--- config.mk ---
export PLATFORM = sky130hd
export DESIGN_NAME = slotMemory
export DESIGN_NICKNAME = d
export VERILOG_FILES = /design/src/verilog/connCountPkg.sv /design/src/verilog/slotMemory.sv
export SDC_FILE = /design/constraint.sdc
export NUM_CORES = 1
export LEC_CHECK = 0
export BUFFER_PORTS_ARGS = -buffer_cell sky130_fd_sc_hd__buf_2
export CAP_MARGIN = 20
export CORE_ASPECT_RATIO = 2
export CORE_MARGIN = 1
export CORE_UTILIZATION = 59
export CTS_CLUSTER_DIAMETER = 60
export DETAILED_ROUTE_END_ITERATION = 6
export HOLD_SLACK_MARGIN = 0.08
export PLACE_DENSITY = 0.76
export SLEW_MARGIN = 0
export SYNTH_ARGS = -nofsm -noshare
export SYNTH_HDL_FRONTEND = slang
export SYNTH_SLANG_ARGS = --single-unit
--- constraint.sdc ---
create_clock -name clk -period 4.8 [get_ports clk]
set_clock_uncertainty 0.2 [all_clocks]
set_input_delay 0.96 -clock clk [delete_from_list [all_inputs] [get_ports clk]]
set_output_delay 0.96 -clock clk [all_outputs]
set_load 0.01 [all_outputs]
--- src/verilog/connCountPkg.sv ---
package connCountPkg;

    // Graph geometry
    localparam int NODE_COUNT = 16;
    localparam int EDGE_COUNT = NODE_COUNT * (NODE_COUNT - 1) / 2;
    localparam int GRAPH_WIDTH = 128;
    localparam int LABEL_WIDTH = $clog2(NODE_COUNT);

    // 0 to 16 components needs five bits, one spare kept for the output format
    localparam int COUNT_WIDTH = 6;

    // Slot ring
    localparam int SLOT_ADDR_WIDTH = 9;
    localparam int SLOT_COUNT = 1 << SLOT_ADDR_WIDTH;

    // Input FIFO
    localparam int FIFO_DEPTH_LOG2 = 4;
    localparam int FIFO_DEPTH = 1 << FIFO_DEPTH_LOG2;
    // Four entries of headroom for the upstream to react
    localparam int FIFO_ALMOST_FULL_LEVEL = 12;

    typedef logic [GRAPH_WIDTH-1:0] graphWord;
    typedef logic [SLOT_ADDR_WIDTH-1:0] slotAddr;

    // FIFO payload, graph with the slot it belongs to
    typedef struct packed {
        graphWord graph;
        slotAddr slot;
    } workItem;

    // Counter output toward the collector memory
    typedef struct packed {
        logic [COUNT_WIDTH-1:0] count;
        slotAddr slot;
    } countResult;

endpackage

--- src/verilog/slotMemory.sv ---
`timescale 1ns/1ns

module slotMemory #(
    parameter type payloadType = logic
) (
    input  logic                 clk,
    input  logic                 writeEnable,
    input  connCountPkg::slotAddr writeAddr,
    input  payloadType           writeData,
    input  logic                 readEnable,
    input  connCountPkg::slotAddr readAddr,
    output payloadType           readData
);
    import connCountPkg::*;

    // One entry per ring slot
    payloadType storage [SLOT_COUNT];

    always_ff @(posedge clk) begin
        if (writeEnable) begin
            storage[writeAddr] <= writeData;
        end
    end

    // Registered read, holds its last value while disabled
    always_ff @(posedge clk) begin
        if (readEnable) begin
            readData <= storage[readAddr];
        end
    end

endmodule

==> out/results.txt <==
initial core utilization: 59.66%
final WL: 55400 um
main area contributors after synthesis: edfxtp_1, nor2_1, mux2i_1
wire per inst: 26.68 um
Hold Buf Count CTS: 0
Setup TNS Final: 0 ns
WS Path Type: in2reg
RSZ-0062 raised after global routing: no
share of the synthesized area in the top cell type: 68.10%
Mean Syn Cell Area: 14.01 um^2
Die Width: 140.5 um
CTS H-tree depth: 2
global-route wire length before repair: 81740 um
via/cell ratio: 6.648
Startpoint Class: input pin
Setup violations, final: 0
leakage power: 7.437 nW
Post-Synth XOR/XNOR Area: 0%
ys flop type: edfxtp_1
gate count of the mapped netlist: 1615
Seq/Total Area, Yosys: 68.10%
largest family of logic cells by synthesized area: multiplexers
post-synthesis async set-or-reset flop share: 0%
synthesized flop and latch total: 513
Mapped Area: 0.02262 mm^2
Remaining DRCs: 0
count of cells resized by post-cts repair: 0
clock slew at reported path FFs: 0.06 ns
Max Freq: 301.9 MHz
Multi-input gate area: 0.006409 mm^2
status: complete, no violations
clock latency on the worst-skew pair: 0.57 ns
antenna-violating nets left: 0
# Post-CTS Setup Buffers: 0
Die H: 278.9 um
Slew @ Worst Pin: 1.253 ns
post-synthesis mux area share: 12.65%
Routability Congestion: 0.7829
crit path capture type: flip-flop
pin count of the biggest net entering global routing: 226
crit-path max FO: 29
GRT Overall Usage: 28.91%
post-synthesis adder-cell area fraction: 0%
DR pass1 iterations: 6
Initial DRC Count: 1498
Synthesis Warnings: 0
layout cells sized above 1: 11.52%
fin crit share: 69.02%
clk buf depth: 3
Fillers: 2780
initial antenna violation count: 0
Core Util, Final: 63.89%
register area: 0.01540 mm^2
PortBufs: 22
syn_nets: 1637
global route overflow: 0
maxcap violations: 0
Power per Cell Area: 359.7 mW/mm^2
DP Area: 0.02296 mm^2
TritonCTS Sinks: 513
CTS tree: built
Peak VDD IR: 369.0 uV
max_slew headroom: 16.44%
Final min period: 3.313 ns
area leader, netlist: edfxtp_1
vias in the first global route: 13915
diode count: 0
row count: 101
Die ar.: 0.03917 mm^2
Synth Area in Compound Gates: 4.735%
Post-Place Setup Slack: 0.9504 ns
area grow syn2layout: 7.080%
design area: 0.02422 mm^2
number of enable flip-flop cells after synthesis: 513
Post-Synth Simple-Gate Area: 10.84%
Post-DP HPWL: 31580 um
core area: 0.03791 mm^2
CTS Buf Count: 42
setup ws final: 1.487 ns
endpoints failing hold: 0
Boundary Pins: 23
Req. time, crit path: 5.01 ns
Hold Slack: 0.4273 ns
count of cell types in the netlist: 42
Root Buffer: clkbuf_16
Final Slew Violations: 0
Layout Nets: 1608
data arrival time of the worst path: 3.52 ns
Min-Delay Path Class: in2reg
vias: 13808
-- cells in the final DEF (no fill, tap or decap), types with 4 or more instances in the layout --
master / count
a21oi_1: 35
buf_12: 8
buf_2: 19
buf_4: 35
clkbuf_1: 4
clkbuf_16: 42
clkinv_1: 10
clkinv_2: 11
edfxtp_1: 513
mux2i_1: 116
mux4_1: 21
mux4_2: 51
nand2_1: 57
nand3_2: 4
nor2_1: 532
nor2b_1: 6
nor3_1: 4
nor3b_1: 5
nor4_1: 4
o211ai_1: 7
o21ai_0: 8
o221ai_1: 54
o221ai_2: 4
o22ai_1: 26
-- Yosys cell counts (all sizes together), types with 3 or more instances --
library cell  number
o21ai              8
mux2i            116
o22ai             26
a2111o             3
nor4               4
nor3               4
nand2             58
o211ai             8
o221ai            58
nor3b              5
nor2b              6
edfxtp           513
buf               54
clkbuf            82
nand3              7
a21oi             35
mux4              72
nor2             532
inv                3
-- stage by stage --
stage	std cells	power [mW]
5_1_grt	2077	8.911
2_1_floorplan	1615	5.345
6_report	2077	8.713
3_5_place_dp	2005	5.538
3_3_place_gp	2005	5.529
4_1_cts	2077	8.736
-- worst paths after layout --
path | slack (ns) | cells past startpoint | from | to
max | 1.49 | 10 | readAddr[1] | readData$_DFFE_PP_
min | 0.43 | 1 | readEnable | readData$_DFFE_PP_
max reg2reg | 2.17 | 7 | storage[214]$_DFFE_PP_ | readData$_DFFE_PP_
min reg2reg | 1.11 | 6 | storage[313]$_DFFE_PP_ | readData$_DFFE_PP_
-- layer usage --
layer	up-vias	part of all wire [%]	GRT usage (%)
met4	0	6.1	17.59
met5	-	0	0
met2	759	52	51.00
li1	5910	-	-
met3	195	8.4	3.704
met1	6944	33	33.57
-- critical path, stage by stage --
cell,delay (ns)
buf_4,0.18
nand2b_2,0.40
buf_12,0.29
buf_4,0.19
o221ai_1,0.28
o22ai_1,0.14
o211ai_1,0.34
a21oi_1,0.19
a2111o_1,0.42
nand4_1,0.08
-- power by group --
group / internal, mW / switching, mW / leakage [nW]
Sequential: 4.93 / 0.00175 / 4.61
Combinational: 0.164 / 0.351 / 2.20
Clock: 1.72 / 1.55 / 0.627
Total: 6.81 / 1.90 / 7.44
-- flip-flops by register name, summed over array words and instances, names as in the netlist --
| name | count |
|---|---|
| storage | 512 |
| readData | 1 |
-- logic make-up (layout without fill, tap and decap cells) --
family	after synthesis	count (layout)
AND/OR/NAND/NOR	627	627
flip-flops	513	513
multiplexers	188	188
AO/OA/AOI/OAI	145	145
buffers and inverters	142	141
-- final cells by class --
cell class,instances,area share [%]
inverters,5,0.07749
multi-input cells,960,26.46
flip-flops and latches,513,63.60
repair buffers,64,2.263
well taps,463,2.392
clock inverters,26,0.8059
clock buffers,46,4.401
Note: power is estimated with default switching activity, not from simulation.
