<file path="config.mk">
export PLATFORM = sky130hd
export DESIGN_NAME = inputFifo
export DESIGN_NICKNAME = d
export VERILOG_FILES = /design/src/verilog/connCountPkg.sv /design/src/verilog/inputFifo.sv
export SDC_FILE = /design/constraint.sdc
export NUM_CORES = 2
export LEC_CHECK = 0
export BUFFER_PORTS_ARGS = -buffer_cell sky130_fd_sc_hd__buf_2
export CORE_MARGIN = 2
export CORE_UTILIZATION = 55
export CTS_CLUSTER_DIAMETER = 60
export DETAILED_ROUTE_END_ITERATION = 8
export GPL_ROUTABILITY_DRIVEN = 0
export HOLD_SLACK_MARGIN = 0.1
export PLACE_DENSITY = 0.8
export SLEW_MARGIN = 20
export SYNTH_ARGS = -nofsm -noshare
export SYNTH_HDL_FRONTEND = slang
export SYNTH_SLANG_ARGS = --single-unit
</file>
<file path="constraint.sdc">
create_clock -name clk -period 13.2 [get_ports clk]
set_input_delay 0.66 -clock clk [delete_from_list [all_inputs] [get_ports clk]]
set_output_delay 0.66 -clock clk [all_outputs]
set_load 0.02 [all_outputs]
</file>
<file path="src/verilog/connCountPkg.sv">
package connCountPkg;

    // Graph geometry
    localparam int NODE_COUNT = 16;
    localparam int EDGE_COUNT = NODE_COUNT * (NODE_COUNT - 1) / 2;
    localparam int GRAPH_WIDTH = 128;
    localparam int LABEL_WIDTH = $clog2(NODE_COUNT);

    // 0 to 16 components needs five bits, one spare kept for the output format
    localparam int COUNT_WIDTH = 6;

    // Slot ring
    localparam int SLOT_ADDR_WIDTH = 9;
    localparam int SLOT_COUNT = 1 << SLOT_ADDR_WIDTH;

    // Input FIFO
    localparam int FIFO_DEPTH_LOG2 = 4;
    localparam int FIFO_DEPTH = 1 << FIFO_DEPTH_LOG2;
    // Four entries of headroom for the upstream to react
    localparam int FIFO_ALMOST_FULL_LEVEL = 12;

    typedef logic [GRAPH_WIDTH-1:0] graphWord;
    typedef logic [SLOT_ADDR_WIDTH-1:0] slotAddr;

    // FIFO payload, graph with the slot it belongs to
    typedef struct packed {
        graphWord graph;
        slotAddr slot;
    } workItem;

    // Counter output toward the collector memory
    typedef struct packed {
        logic [COUNT_WIDTH-1:0] count;
        slotAddr slot;
    } countResult;

endpackage

</file>
<file path="src/verilog/inputFifo.sv">
`timescale 1ns/1ns

module inputFifo (
    input  logic                  clk,
    input  logic                  rst,
    input  logic                  push,
    input  connCountPkg::workItem pushData,
    output logic                  almostFull,
    output logic                  headValid,
    output connCountPkg::workItem headData,
    input  logic                  pop
);
    import connCountPkg::*;

    workItem buffer [FIFO_DEPTH];

    logic [FIFO_DEPTH_LOG2-1:0] writePtr;
    logic [FIFO_DEPTH_LOG2-1:0] readPtr;
    logic [FIFO_DEPTH_LOG2:0] occupancy;
    logic [FIFO_DEPTH_LOG2:0] occupancyNext;

    always_comb begin
        occupancyNext = occupancy;
        if (push && !pop) begin
            occupancyNext = occupancy + 1'b1;
        end else if (pop && !push) begin
            occupancyNext = occupancy - 1'b1;
        end
    end

    always_ff @(posedge clk) begin
        if (rst) begin
            writePtr <= '0;
            readPtr <= '0;
            occupancy <= '0;
            almostFull <= 1'b0;
        end else begin
            if (push) begin
                writePtr <= writePtr + 1'b1;
            end
            if (pop) begin
                readPtr <= readPtr + 1'b1;
            end
            occupancy <= occupancyNext;
            // Rises in the same cycle as the occupancy it reflects
            almostFull <= occupancyNext >= (FIFO_DEPTH_LOG2 + 1)'(FIFO_ALMOST_FULL_LEVEL);
        end
    end

    always_ff @(posedge clk) begin
        if (push) begin
            buffer[writePtr] <= pushData;
        end
    end

    // First word falls through, head is visible as soon as it is stored
    assign headValid = occupancy != '0;
    assign headData = buffer[readPtr];

    // Upstream must honor almostFull in time
    assert property (@(posedge clk) disable iff (rst)
        push |-> occupancy != (FIFO_DEPTH_LOG2 + 1)'(FIFO_DEPTH));

    // Consumer only takes a head that exists
    assert property (@(posedge clk) disable iff (rst)
        pop |-> occupancy != '0);

endmodule

</file>
==> impl_metrics.yaml <==
finish:
  fin_nets: 4030
  utilization: 0.6238
  multi_input_area_sq_um: 16030
  regArea_sq_um: 66200
  areaGrowthSynthToFinish_pct: 12.41
  drive_above_1_share: 0.2950
  nFillCells: 9596
clock_tree:
  clockRootBuffer: "clkbuf_16"
  ctsHtreeMaxLevel: 4
  cts_hold_buffers: 0
  post_cts_buffers: 0
  clk_pin_slew_worst_paths_ns: 0.06
  insertion_delay_ns: 0.85
  cts_sinks: 2210
  cts_resized: 0
  numCtsBuffers: 209
  clk_path_buf_depth: 3
  cts_tree: "done"
yosys:
  synth_area_per_cell_sq_um: 23.62
  synthXorXnorAreaFrac: 0.001053
  yosysSeqAreaShare: 0.7953
  synthesis.area_sq_um: 83210
  synth_cell_types: 34
  synth_compound_area_frac: 0.02452
  async_flop_share: 0
  syn-num-nets: 3672
  synth.area.mux_share: 0.1532
  synth_edf_count: 2192
  yosys_warnings: 0
  synth_fa_ha_area_frac: 0.001203
  postSynthCellCount: 3523
  ys_seq_elements: 2210
  synth_top_family_by_area: "multiplexers"
  yosys.area_share.simple: 0.01171
  ys.flop_type: "edfxtp_1"
worst_setup_path:
  crit_type: "reg -> out"
  startpoint_type: "flip-flop"
  crit_slowest_cell: "dfxtp_4"
  r2r_end: "buffer[3][124]"
  required_ns: 12.54
  reg2reg_slack_ns: 9.24
  r2r-start: "writePtr[2]"
  arrival_ns: 5.06
  slowest_delay_ns: 1.01
  crit_top_cell: "buf_4"
  crit_path_end: "headData[113]"
  path_cells: "buf_4 > buf_4 > mux4_2 > nor2b_1 > a211oi_1 > a21oi_1 > buf_2"
  endpoint_kind: "output port"
  reg2reg_depth: 4
  critPathMaxFanout: 48
hold_path:
  hp-class: "in -> reg"
floorplan:
  core_sq_um: 150000
  start_util: 0.5549
  die_area_sq_um: 154400
  rows: 142
  die_h_um: 393.0
  pin_count: 280
  die_w_um: 393.0
route:
  vias: 39100
  detail_route.wl_per_cell_um: 31.49
  routed_wl_mm: 191.7
  drtPass1Iterations: 5
  drt_iter0_drc: 4781
  drc: 0
  via_per_inst: 6.423
  antenna_left: 0
power:
  p_int_w: 0.01151
  pwr-share-clk: 0.399
  p_sw_frac: 0.2198
  power_density_nw_per_um2: 157.8
  leakagePower_nw: 29.13
  power.switching_w: 0.003244
  comb_power_share: 0.070
  peakVddDrop_mv: 0.1380
  finalPower_w: 0.01476
  pwr-share-seq: 0.532
timing:
  finalHoldViolations: 0
  fin_ws_ns: 7.482
  drv_slew: 0
  fin_crit_ns: 5.718
  fin_setup_tns_ns: 0
  tightest_slew_ns: 1.187
  fin_skew_ns: 0.03818
  fmax_mhz: 174.9
  rsz0062_at_grt: "no"
  max-slew-margin-rel: 0.2085
  period_share: 0.4332
  setup_viol: 0
place:
  io_buffers: 279
  place_hpwl_mm: 89.52
  pre_cts_ws_ns: 8.234
grt:
  grt_pass1_wl_mm: 278.3
  grt_pass1_vias: 41010
  grt_overflow: 0
  grtUsageTotal: 0.2513
  antenna_found_initial: 50
  grt_max_degree: 181
outcome:
  outcome: "finished, final reports clean"
flow_run:
  max_cap_violations: 0
## routing by layer
| metal | share of wire | wire length (um) | up-vias | GRT usage |
|---|---|---|---|---|
| li1 | - | - | 15790 | - |
| met1 | 0.36 | 68500 | 20620 | 0.3297 |
| met2 | 0.51 | 97780 | 2246 | 0.4191 |
| met3 | 0.11 | 20170 | 394 | 0.06387 |
| met4 | 0.026 | 4973 | 48 | 0.07475 |
| met5 | 0.0015 | 281 | - | 0 |
## placed cells by master (no fill, tap or decap), types with 3 or more instances in the layout
cell type	n
edfxtp_1	2192
mux4_2	538
buf_2	279
clkbuf_16	213
a22oi_1	186
nand2_1	113
mux2i_1	63
buf_4	46
clkbuf_1	45
clkinv_1	42
clkinv_2	41
nor2b_1	40
a211oi_1	40
a21oi_1	39
diode_2	20
nor2_1	19
and2_4	17
o21ai_0	16
bufinv_16	16
dfxtp_1	14
buf_12	9
ha_1	8
inv_1	7
clkinv_16	7
xor2_1	6
clkinvlp_4	6
a221oi_1	5
xnor2_1	4
dfxtp_4	4
inv_6	4
nor2_4	3
and3b_1	3
inv_16	3
## registers in the layout (all words and copies together) (netlist names), named ones only
| register | count |
|---|---|
| buffer | 2192 |
| occupancy | 5 |
| readPtr | 4 |
| writePtr | 4 |
| almostFull | 1 |
## power by group through the flow
stage	logic [W]	clock network, W	registers, W
4_1_cts	0.00104	0.00595	0.00785
6_report	0.00103	0.00588	0.00785
5_1_grt	0.00111	0.00620	0.00785
2_1_floorplan	0.000690	0	0.00798
3_3_place_gp	0.00101	0	0.00799
3_5_place_dp	0.00102	0	0.00799
## worst min-delay path by stage
stage | startpoint | end | depth (start not counted)
after floorplan | readPtr[3] | flip-flop | 2
after global placement | readPtr[3] | flip-flop | 2
after detailed placement | occupancy[4] | occupancy[4] | 2
after CTS | pushData[120] | buffer[15][120] | 1
after global routing | pushData[107] | buffer[9][107] | 1
final | pushData[120] | buffer[12][120] | 1
## cell usage after synthesis, types with 16 or more instances
cell type | instances | area [sq um]
nor2b_1 | 42 | 262.8
a211oi_1 | 40 | 300.3
and2_1 | 18 | 112.6
clkbuf_1 | 52 | 195.2
dfxtp_1 | 18 | 360.4
mux4_2 | 538 | 12120
mux2i_1 | 63 | 630.6
nand2_1 | 113 | 424.2
a22oi_1 | 186 | 1396
o21ai_0 | 16 | 80.08
buf_2 | 71 | 355.3
edfxtp_1 | 2192 | 65820
nor2_1 | 22 | 82.58
buf_4 | 41 | 307.8
a21oi_1 | 39 | 195.2
## area by class of cell
type                       count  area share
sequential                  2210      0.7077
multi-input combinational   1116      0.1713
clock buffer                 258     0.05879
tap                         2016     0.02697
timing repair buffer         336     0.02096
clock inverter               123     0.01340
antenna                       20   0.0005350
inverter                       8   0.0003210
## critical path: cells and delay by family, from the launching register on
kind | cells | cell delay, ns
simple gates | 1 | 0.15
mux | 1 | 0.60
buf+inv | 3 | 1.91
compound gates | 2 | 0.43
flops | 1 | 1.01
## metrics by stage
| step | hold slack (ns) | instance area, sq um | instances |
|---|---|---|---|
| 2_1_floorplan | 0.4847 | 83210 | 3523 |
| 3_3_place_gp | 0.5074 | 86700 | 5685 |
| 3_5_place_dp | 0.5203 | 86700 | 5685 |
| 4_1_cts | 0.1049 | 93450 | 6066 |
| 5_1_grt | 0.1401 | 93500 | 6073 |
| 6_report | 0.1619 | 93540 | 6087 |
## cell families after synthesis
kind of cell,count (synthesis)
adders and majority gates,8
buffers and inverters,197
AOI/OAI and AO/OA,289
xor gates and xnor gates,10
muxes,601
and+or+nand+nor,208
DFF,2210
(Power assumes the default switching activity.)
