--- src/verilog/connCountPkg.sv ---
package connCountPkg;

    // Graph geometry
    localparam int NODE_COUNT = 16;
    localparam int EDGE_COUNT = NODE_COUNT * (NODE_COUNT - 1) / 2;
    localparam int GRAPH_WIDTH = 128;
    localparam int LABEL_WIDTH = $clog2(NODE_COUNT);

    // 0 to 16 components needs five bits, one spare kept for the output format
    localparam int COUNT_WIDTH = 6;

    // Slot ring
    localparam int SLOT_ADDR_WIDTH = 9;
    localparam int SLOT_COUNT = 1 << SLOT_ADDR_WIDTH;

    // Input FIFO
    localparam int FIFO_DEPTH_LOG2 = 4;
    localparam int FIFO_DEPTH = 1 << FIFO_DEPTH_LOG2;
    // Four entries of headroom for the upstream to react
    localparam int FIFO_ALMOST_FULL_LEVEL = 12;

    typedef logic [GRAPH_WIDTH-1:0] graphWord;
    typedef logic [SLOT_ADDR_WIDTH-1:0] slotAddr;

    // FIFO payload, graph with the slot it belongs to
    typedef struct packed {
        graphWord graph;
        slotAddr slot;
    } workItem;

    // Counter output toward the collector memory
    typedef struct packed {
        logic [COUNT_WIDTH-1:0] count;
        slotAddr slot;
    } countResult;

endpackage

--- src/verilog/componentCounter.sv ---
`timescale 1ns/1ns

module componentCounter (
    input  logic                     clk,
    input  logic                     rst,
    input  logic                     itemValid,
    input  connCountPkg::workItem    item,
    output logic                     ready,
    output logic                     resultWrite,
    output connCountPkg::countResult result
);
    import connCountPkg::*;

    logic busy;
    logic [LABEL_WIDTH:0] iterCount;
    slotAddr currentSlot;

    logic [NODE_COUNT-1:0][NODE_COUNT-1:0] adjacency;
    logic [NODE_COUNT-1:0][NODE_COUNT-1:0] loadAdjacency;
    logic [NODE_COUNT-1:0][LABEL_WIDTH-1:0] label;
    logic [NODE_COUNT-1:0][LABEL_WIDTH-1:0] nextLabel;

    logic [EDGE_COUNT-1:0] edgeBits;
    logic labelChange;
    logic [COUNT_WIDTH-1:0] rootCount;
    logic transfer;

    assign ready = !busy;
    assign transfer = itemValid && ready;
    assign edgeBits = item.graph[EDGE_COUNT-1:0];

    // Row-order edge bits into a symmetric adjacency matrix
    always_comb begin
        loadAdjacency = '0;
        for (int i = 0; i < NODE_COUNT; i++) begin
            for (int j = i + 1; j < NODE_COUNT; j++) begin
                loadAdjacency[i][j] = edgeBits[i * (2 * NODE_COUNT - i - 1) / 2 + j - i - 1];
                loadAdjacency[j][i] = edgeBits[i * (2 * NODE_COUNT - i - 1) / 2 + j - i - 1];
            end
        end
    end

    // Each node takes the smallest label among itself and its neighbors
    always_comb begin
        for (int n = 0; n < NODE_COUNT; n++) begin
            nextLabel[n] = label[n];
            for (int m = 0; m < NODE_COUNT; m++) begin
                if (adjacency[n][m] && label[m] < nextLabel[n]) begin
                    nextLabel[n] = label[m];
                end
            end
        end
    end

    assign labelChange = nextLabel != label;

    // A component root keeps its own index as label
    always_comb begin
        rootCount = '0;
        for (int n = 0; n < NODE_COUNT; n++) begin
            if (label[n] == LABEL_WIDTH'(n)) begin
                rootCount = rootCount + 1'b1;
            end
        end
    end

    always_ff @(posedge clk) begin
        if (rst) begin
            busy <= 1'b0;
            iterCount <= '0;
        end else if (transfer) begin
            busy <= 1'b1;
            iterCount <= '0;
        end else if (busy) begin
            if (labelChange) begin
                iterCount <= iterCount + 1'b1;
            end else begin
                busy <= 1'b0;
            end
        end
    end

    always_ff @(posedge clk) begin
        if (transfer) begin
            adjacency <= loadAdjacency;
            currentSlot <= item.slot;
            for (int n = 0; n < NODE_COUNT; n++) begin
                label[n] <= LABEL_WIDTH'(n);
            end
        end else if (busy) begin
            label <= nextLabel;
        end
    end

    // Converged on the first round without change
    assign resultWrite = busy && !labelChange;
    assign result.count = rootCount;
    assign result.slot = currentSlot;

    // Labels settle within the graph diameter
    assert property (@(posedge clk) disable iff (rst)
        busy |-> iterCount <= (LABEL_WIDTH + 1)'(NODE_COUNT));

endmodule

--- config.mk ---
export PLATFORM = sky130hd
export DESIGN_NAME = componentCounter
export DESIGN_NICKNAME = d
export VERILOG_FILES = /design/src/verilog/connCountPkg.sv /design/src/verilog/componentCounter.sv
export SDC_FILE = /design/constraint.sdc
export NUM_CORES = 2
export LEC_CHECK = 0
export ABC_AREA = 1
export BUFFER_PORTS_ARGS = -buffer_cell sky130_fd_sc_hd__buf_4
export CAP_MARGIN = 10
export CORE_MARGIN = 5
export CORE_UTILIZATION = 58
export DETAILED_ROUTE_END_ITERATION = 12
export PLACE_DENSITY = 0.83
export SLEW_MARGIN = 20
export SYNTH_ARGS = -nofsm -noshare
export SYNTH_HDL_FRONTEND = slang
export SYNTH_SLANG_ARGS = --single-unit
--- constraint.sdc ---
create_clock -name clk -period 16.9 [get_ports clk]
set_input_delay 1.69 -clock clk [delete_from_list [all_inputs] [get_ports clk]]
set_output_delay 1.69 -clock clk [all_outputs]
set_load 0.05 [all_outputs]
==> results summary, run 1 <==
The cell area that synthesis handed to floorplanning was 38500 um2. The flop and latch count out of synthesis came out at 194. The sum of overflow across all layers after global routing is 2950. The top-area cell type share of the netlist area came out at 23.0%. The flow did not finish.

The placement row count came out at 94. The number of top-level pins came out at 157. For this run, asynchronously set or reset flops after synthesis account for 0%.

After the last repair the worst path ends at an output port. The most common cell in the synthesized netlist is sky130_fd_sc_hd__nand2_1. For this run, the leading register cell type out of synthesis is sky130_fd_sc_hd__edfxtp_1.

For this configuration, the core starts out at a cell density of 58.5%. The root buffer cell chosen for the clock tree is sky130_fd_sc_hd__clkbuf_16. The cell type with the largest total area after synthesis is sky130_fd_sc_hd__ha_1. The number of enable flip-flop cells after synthesis is 129. The number of sinks handled by clock tree synthesis is 194.

The number of buffers inserted by port buffering is 148. The stopping stage is global routing (5_1_grt). The total global routing track utilization came out at 97.9%. The die height came out at 268 um. The congestion estimate from routability-driven global placement came to 1.18. By count the netlist is led by sky130_fd_sc_hd__nand2_1, sky130_fd_sc_hd__inv_1, sky130_fd_sc_hd__ha_1, sky130_fd_sc_hd__o21ai_0, sky130_fd_sc_hd__nand3_1. The first error in the log reads "[ERROR GRT-0232] Routing congestion too high. Check the congestion heatmap in the GUI". The depth of the CTS H-tree came out at 4. The cell count after synthesis is 6208.

The placed instances occupy a cell area of 51000 um2. The pin count of the biggest net entering global routing came out at 66. The die is 268 um wide. Yosys attributes the largest share of cell area to sky130_fd_sc_hd__ha_1, sky130_fd_sc_hd__nand2_1, sky130_fd_sc_hd__edfxtp_1. Counting along the longest clock path gives a buffer depth of 2. The detailed-placement wirelength estimate came out at 117000 um. The average instance in the mapped netlist occupies 6.21 um2. The global-route repair_timing pass left the worst setup endpoint at resultWrite. The number of different library cells used by synthesis comes to 49. The number of warnings reported in the yosys synthesis log is 0. The post-synthesis net count came out at 7055.

The TritonCTS buffer count came out at 17. The fraction of the yosys area taken by sequential cells is 13.4%.
==> through the flow <==
stage / cells / setup slack [ns]
after floorplan: 6208 / 0.0115
after CTS: 8702 / -0.853
after detailed placement: 8568 / -2.58
after global placement: 8568 / -1.85
==> metal layers <==
layer  overflow  global-route usage, %
met5         35                   83.2
met4        659                    101
met3        212                   90.8
met1        306                   93.0
met2       1738                    109
==> kinds of logic after synthesis <==
family / count (synthesis) / synth area share (%)
and+or+nand+nor: 3271 / 36.4
AOI/OAI and AO/OA: 1076 / 15.9
buffers and inverters: 925 / 10.5
adders and majority gates: 707 / 23.0
DFF: 194 / 13.4
xor gates and xnor gates: 35 / 0.796
==> repair_timing <==
item / 4_1_cts
setup buffers: 102
resized for setup: 795
pin swaps: 169
setup endpoints to repair: 46
hold buffers: 0
endpoints found under the hold margin: 0
==> run 2: changes to the inputs <==
--- a/config.mk
+++ b/config.mk
@@ -9,9 +9,9 @@
 export BUFFER_PORTS_ARGS = -buffer_cell sky130_fd_sc_hd__buf_4
 export CAP_MARGIN = 10
 export CORE_MARGIN = 5
-export CORE_UTILIZATION = 58
+export CORE_UTILIZATION = 40
 export DETAILED_ROUTE_END_ITERATION = 12
-export PLACE_DENSITY = 0.83
+export PLACE_DENSITY_LB_ADDON = 0.15
 export SLEW_MARGIN = 20
 export SYNTH_ARGS = -nofsm -noshare
 export SYNTH_HDL_FRONTEND = slang
==> constraint.sdc (replaced) <==
create_clock -name clk -period 22 [get_ports clk]
set_input_delay 2.2 -clock clk [delete_from_list [all_inputs] [get_ports clk]]
set_output_delay 2.2 -clock clk [all_outputs]
set_load 0.05 [all_outputs]
==> results summary, run 2 <==
Outcome: complete, no violations (was aborted with a tool error). Leading post-synthesis cells by instance count: sky130_fd_sc_hd__nand2_1, sky130_fd_sc_hd__inv_1, sky130_fd_sc_hd__ha_1, sky130_fd_sc_hd__o21ai_0, sky130_fd_sc_hd__nand3_1 (unchanged). The remaining number of nets flagged by the antenna check after routing is 0. The length of routed wiring on met1 is 64600 um.

The largest individual stage delay along the critical path comes from the cell sky130_fd_sc_hd__o21ai_0. The highest achievable clock rate is 48.7 MHz. The wire length reported by the detailed router came out at 145000 um.

The worst slack at placement came to 0.750 ns (was -2.58 ns). The iteration-0 DRC count of the detailed router came out at 3356. The synthesis-to-layout area growth is 8.21%. The clock tree root driver cell is sky130_fd_sc_hd__clkbuf_16 (unchanged). The starting density of the core is 40.4% (was 58.5%). By instance count, the cell type seen most on the critical path is sky130_fd_sc_hd__ha_1.

After floorplanning, the core was sized to cover 95300 um2. The share of final-layout standard cells stronger than drive strength 1 came out at 10.5%. The fraction of the yosys area taken by sequential cells came to 13.4% (unchanged). The number of global-route vias before repair was 37900.

The cell type with the largest total area after synthesis was sky130_fd_sc_hd__ha_1 (unchanged). The detailed-placement wirelength estimate came out at 107000 um (was 117000 um). The first-pass iteration count of the detailed router is 6. The clock transition time at the flip-flop clock pins of the worst setup and hold paths is 0.09 ns. The final number of max-transition violations is 0. The setup violation total in the final timing report came out at 0. The register with the most flip-flops in the layout has 120 of them. The number of buffers inserted by port buffering came out at 148 (unchanged). The first global-routing pass estimated 219000 um of wire.

The largest clock skew in the final design is 0.0252 ns. The pin count of the biggest net entering global routing came out at 55. The max capacitance violation total came out at 0. The flop and latch count out of synthesis came out at 194 (unchanged). The largest fanout on the critical path came out at 15. The worst reg-to-reg setup slack is 4.26 ns. The post-synthesis net count came to 7055 (unchanged). The die footprint came out at 103000 um2. The most frequent cell after synthesis was sky130_fd_sc_hd__nand2_1 (unchanged). The number of nets in the final layout is 7170. The number of vias per cell after detailed routing is 5.39. The number of enable flip-flop cells after synthesis was 129 (unchanged).

The final routed DRC violation total is 0. The data arrival at the endpoint of the critical path came out at 18.32 ns. The routability congestion estimate from global placement came out at 0.963 (was 1.18). The minimum clock period after layout came out at 20.52 ns. The top register by number of flip-flops is adjacency.

Data on the critical path is required at its endpoint by 19.80 ns. The maximum number of buffers from clock root to sink is 2 (unchanged). The sequential standard cell area is 5180 um2. The wire length on met2 came out at 62200 um. Summing over every cut layer, the via total after detailed routing is 41000. The path class of the tightest hold or removal check is register to register.

TritonCTS built the clock tree. The routed length on met3 is 10500 um. The worst stage delay on the critical path is 0.42 ns.

The predominant post-synthesis flop cell is sky130_fd_sc_hd__edfxtp_1 (unchanged). The combined area of the multi-input logic cells is 29600 um2. The clock latency of the later-clocked register in the worst-skew pair came out at 0.54 ns. The number of distinct library cells after synthesis is 49 (unchanged). The portion of the clock cycle consumed by the worst path in the final layout is 93.3%. The routed wirelength normalized by instance count is 19.0 um. The fill cell total of the finished layout came out at 10400. The depth of the CTS H-tree came out at 4 (unchanged). The critical path is of the register to primary output type. For the pin with the worst max-slew slack, the measured transition is 1.12 ns. The library cell used most frequently in the layout, excluding fill and tap cells, is sky130_fd_sc_hd__nand2_1. In the layout the commonest cells are sky130_fd_sc_hd__nand2_1, sky130_fd_sc_hd__inv_1, sky130_fd_sc_hd__ha_1, sky130_fd_sc_hd__nand3_1, sky130_fd_sc_hd__o21ai_0. The final count of hold timing violations came out at 0. The TritonCTS buffer count is 17 (unchanged). The worst pin sits at a relative slew slack of 24.4%. The type of origin of the critical path is a register.

The top-area cell type share of the netlist area came to 23.0% (unchanged). The area of the mapped netlist is 38500 um2 (unchanged). The number of warnings reported in the yosys synthesis log is 0 (unchanged). The cell count after synthesis came out at 6208 (unchanged).

The post-cts hold buffer count came out at 0 (unchanged). The worst setup path is captured at a primary output. The die extent in x is 320 um (was 268 um). The die height is 320 um (was 268 um). The sum of overflow across all layers after global routing came out at 0. The average instance area after synthesis came out at 6.21 um2 (unchanged).

The share of flip-flops with an asynchronous set or reset is 0% (unchanged). In the global route stage, overall resource usage came out at 27.3%. The number of sinks handled by clock tree synthesis is 194 (unchanged). The detailed router used layers up to and including met5. Cell types with the largest area share after synthesis: sky130_fd_sc_hd__ha_1, sky130_fd_sc_hd__nand2_1, sky130_fd_sc_hd__edfxtp_1 (unchanged). The number of top-level pins is 157 (unchanged). The number of antenna violations at the first check in global routing came out at 3.

The placement row count was 113 (was 94). In the final layout, the registers with the most flip-flops are adjacency x120, label x64, currentSlot x9. The worst setup slack after layout is 1.48 ns.
run 2: cell type report:
| cell class | instances | area share (%) |
|---|---|---|
| clock buffer | 19 | 1.11 |
| antenna | 1 | 0.00600 |
| multi-input combinational | 5089 | 70.9 |
| inverter | 785 | 7.10 |
| clock inverter | 13 | 0.321 |
| timing repair buffer | 236 | 4.30 |
| tap | 1265 | 3.80 |
| sequential | 194 | 12.4 |
run 2: final timing paths:
kind	cells past startpoint	start	to
worst max-delay path	78	label[1]	resultWrite
worst min-delay path	2	label[5]	label[5]
worst max register to register	78	label[1]	busy
worst min register to register	2	label[5]	label[5]
run 2: cells by family after synthesis:
| kind of cell | synth area share [%] |
|---|---|
| and+or+nand+nor | 36.4 |
| DFF | 13.4 |
| adders and majority gates | 23.0 |
| xor gates and xnor gates | 0.796 |
| buffers and inverters | 10.5 |
| AOI/OAI and AO/OA | 15.9 |
run 2: worst max-delay path, delay by kind of cell, from the launching register on:
kind,cells,cell delay [ns]
buffers and inverters,5,0.71
adder cells (fa/ha/maj),15,4.52
AND/OR/NAND/NOR,28,3.43
AO/OA/AOI/OAI,30,8.70
flip-flops,1,0.33
run 2: what timing repair did:
item	CTS	global route
setup buffers	0	5
endpoints found under the setup margin	0	1
gates resized for setup	0	171
run 2: layer usage:
layer / vias up / track usage, %
li1: 20900 / -
met3: 359 / 4.21
met4: 2 / 11.7
met5: - / 0
met1: 18300 / 36.1
met2: 1386 / 44.3
run 2: through the flow:
| stage | hold WS, ns | area (um2) | setup TNS (ns) | utilization (%) | cells |
|---|---|---|---|---|---|
| detailed placement | 0.541 | 40800 | 0 | 42.8 | 7564 |
| CTS | 0.555 | 41300 | 0 | 43.4 | 7596 |
| floorplan | 0.497 | 38500 | 0 | - | 6208 |
| finish | 0.556 | 41700 | 0 | 43.7 | 7602 |
| global placement | 0.537 | 40800 | 0 | 42.8 | 7564 |
| global route | 0.595 | 41700 | -0.0265 | 43.7 | 7601 |
Power of run 2 is not shown: default switching activity piles up to over one toggle a cycle in this logic, so the estimate is an artifact.
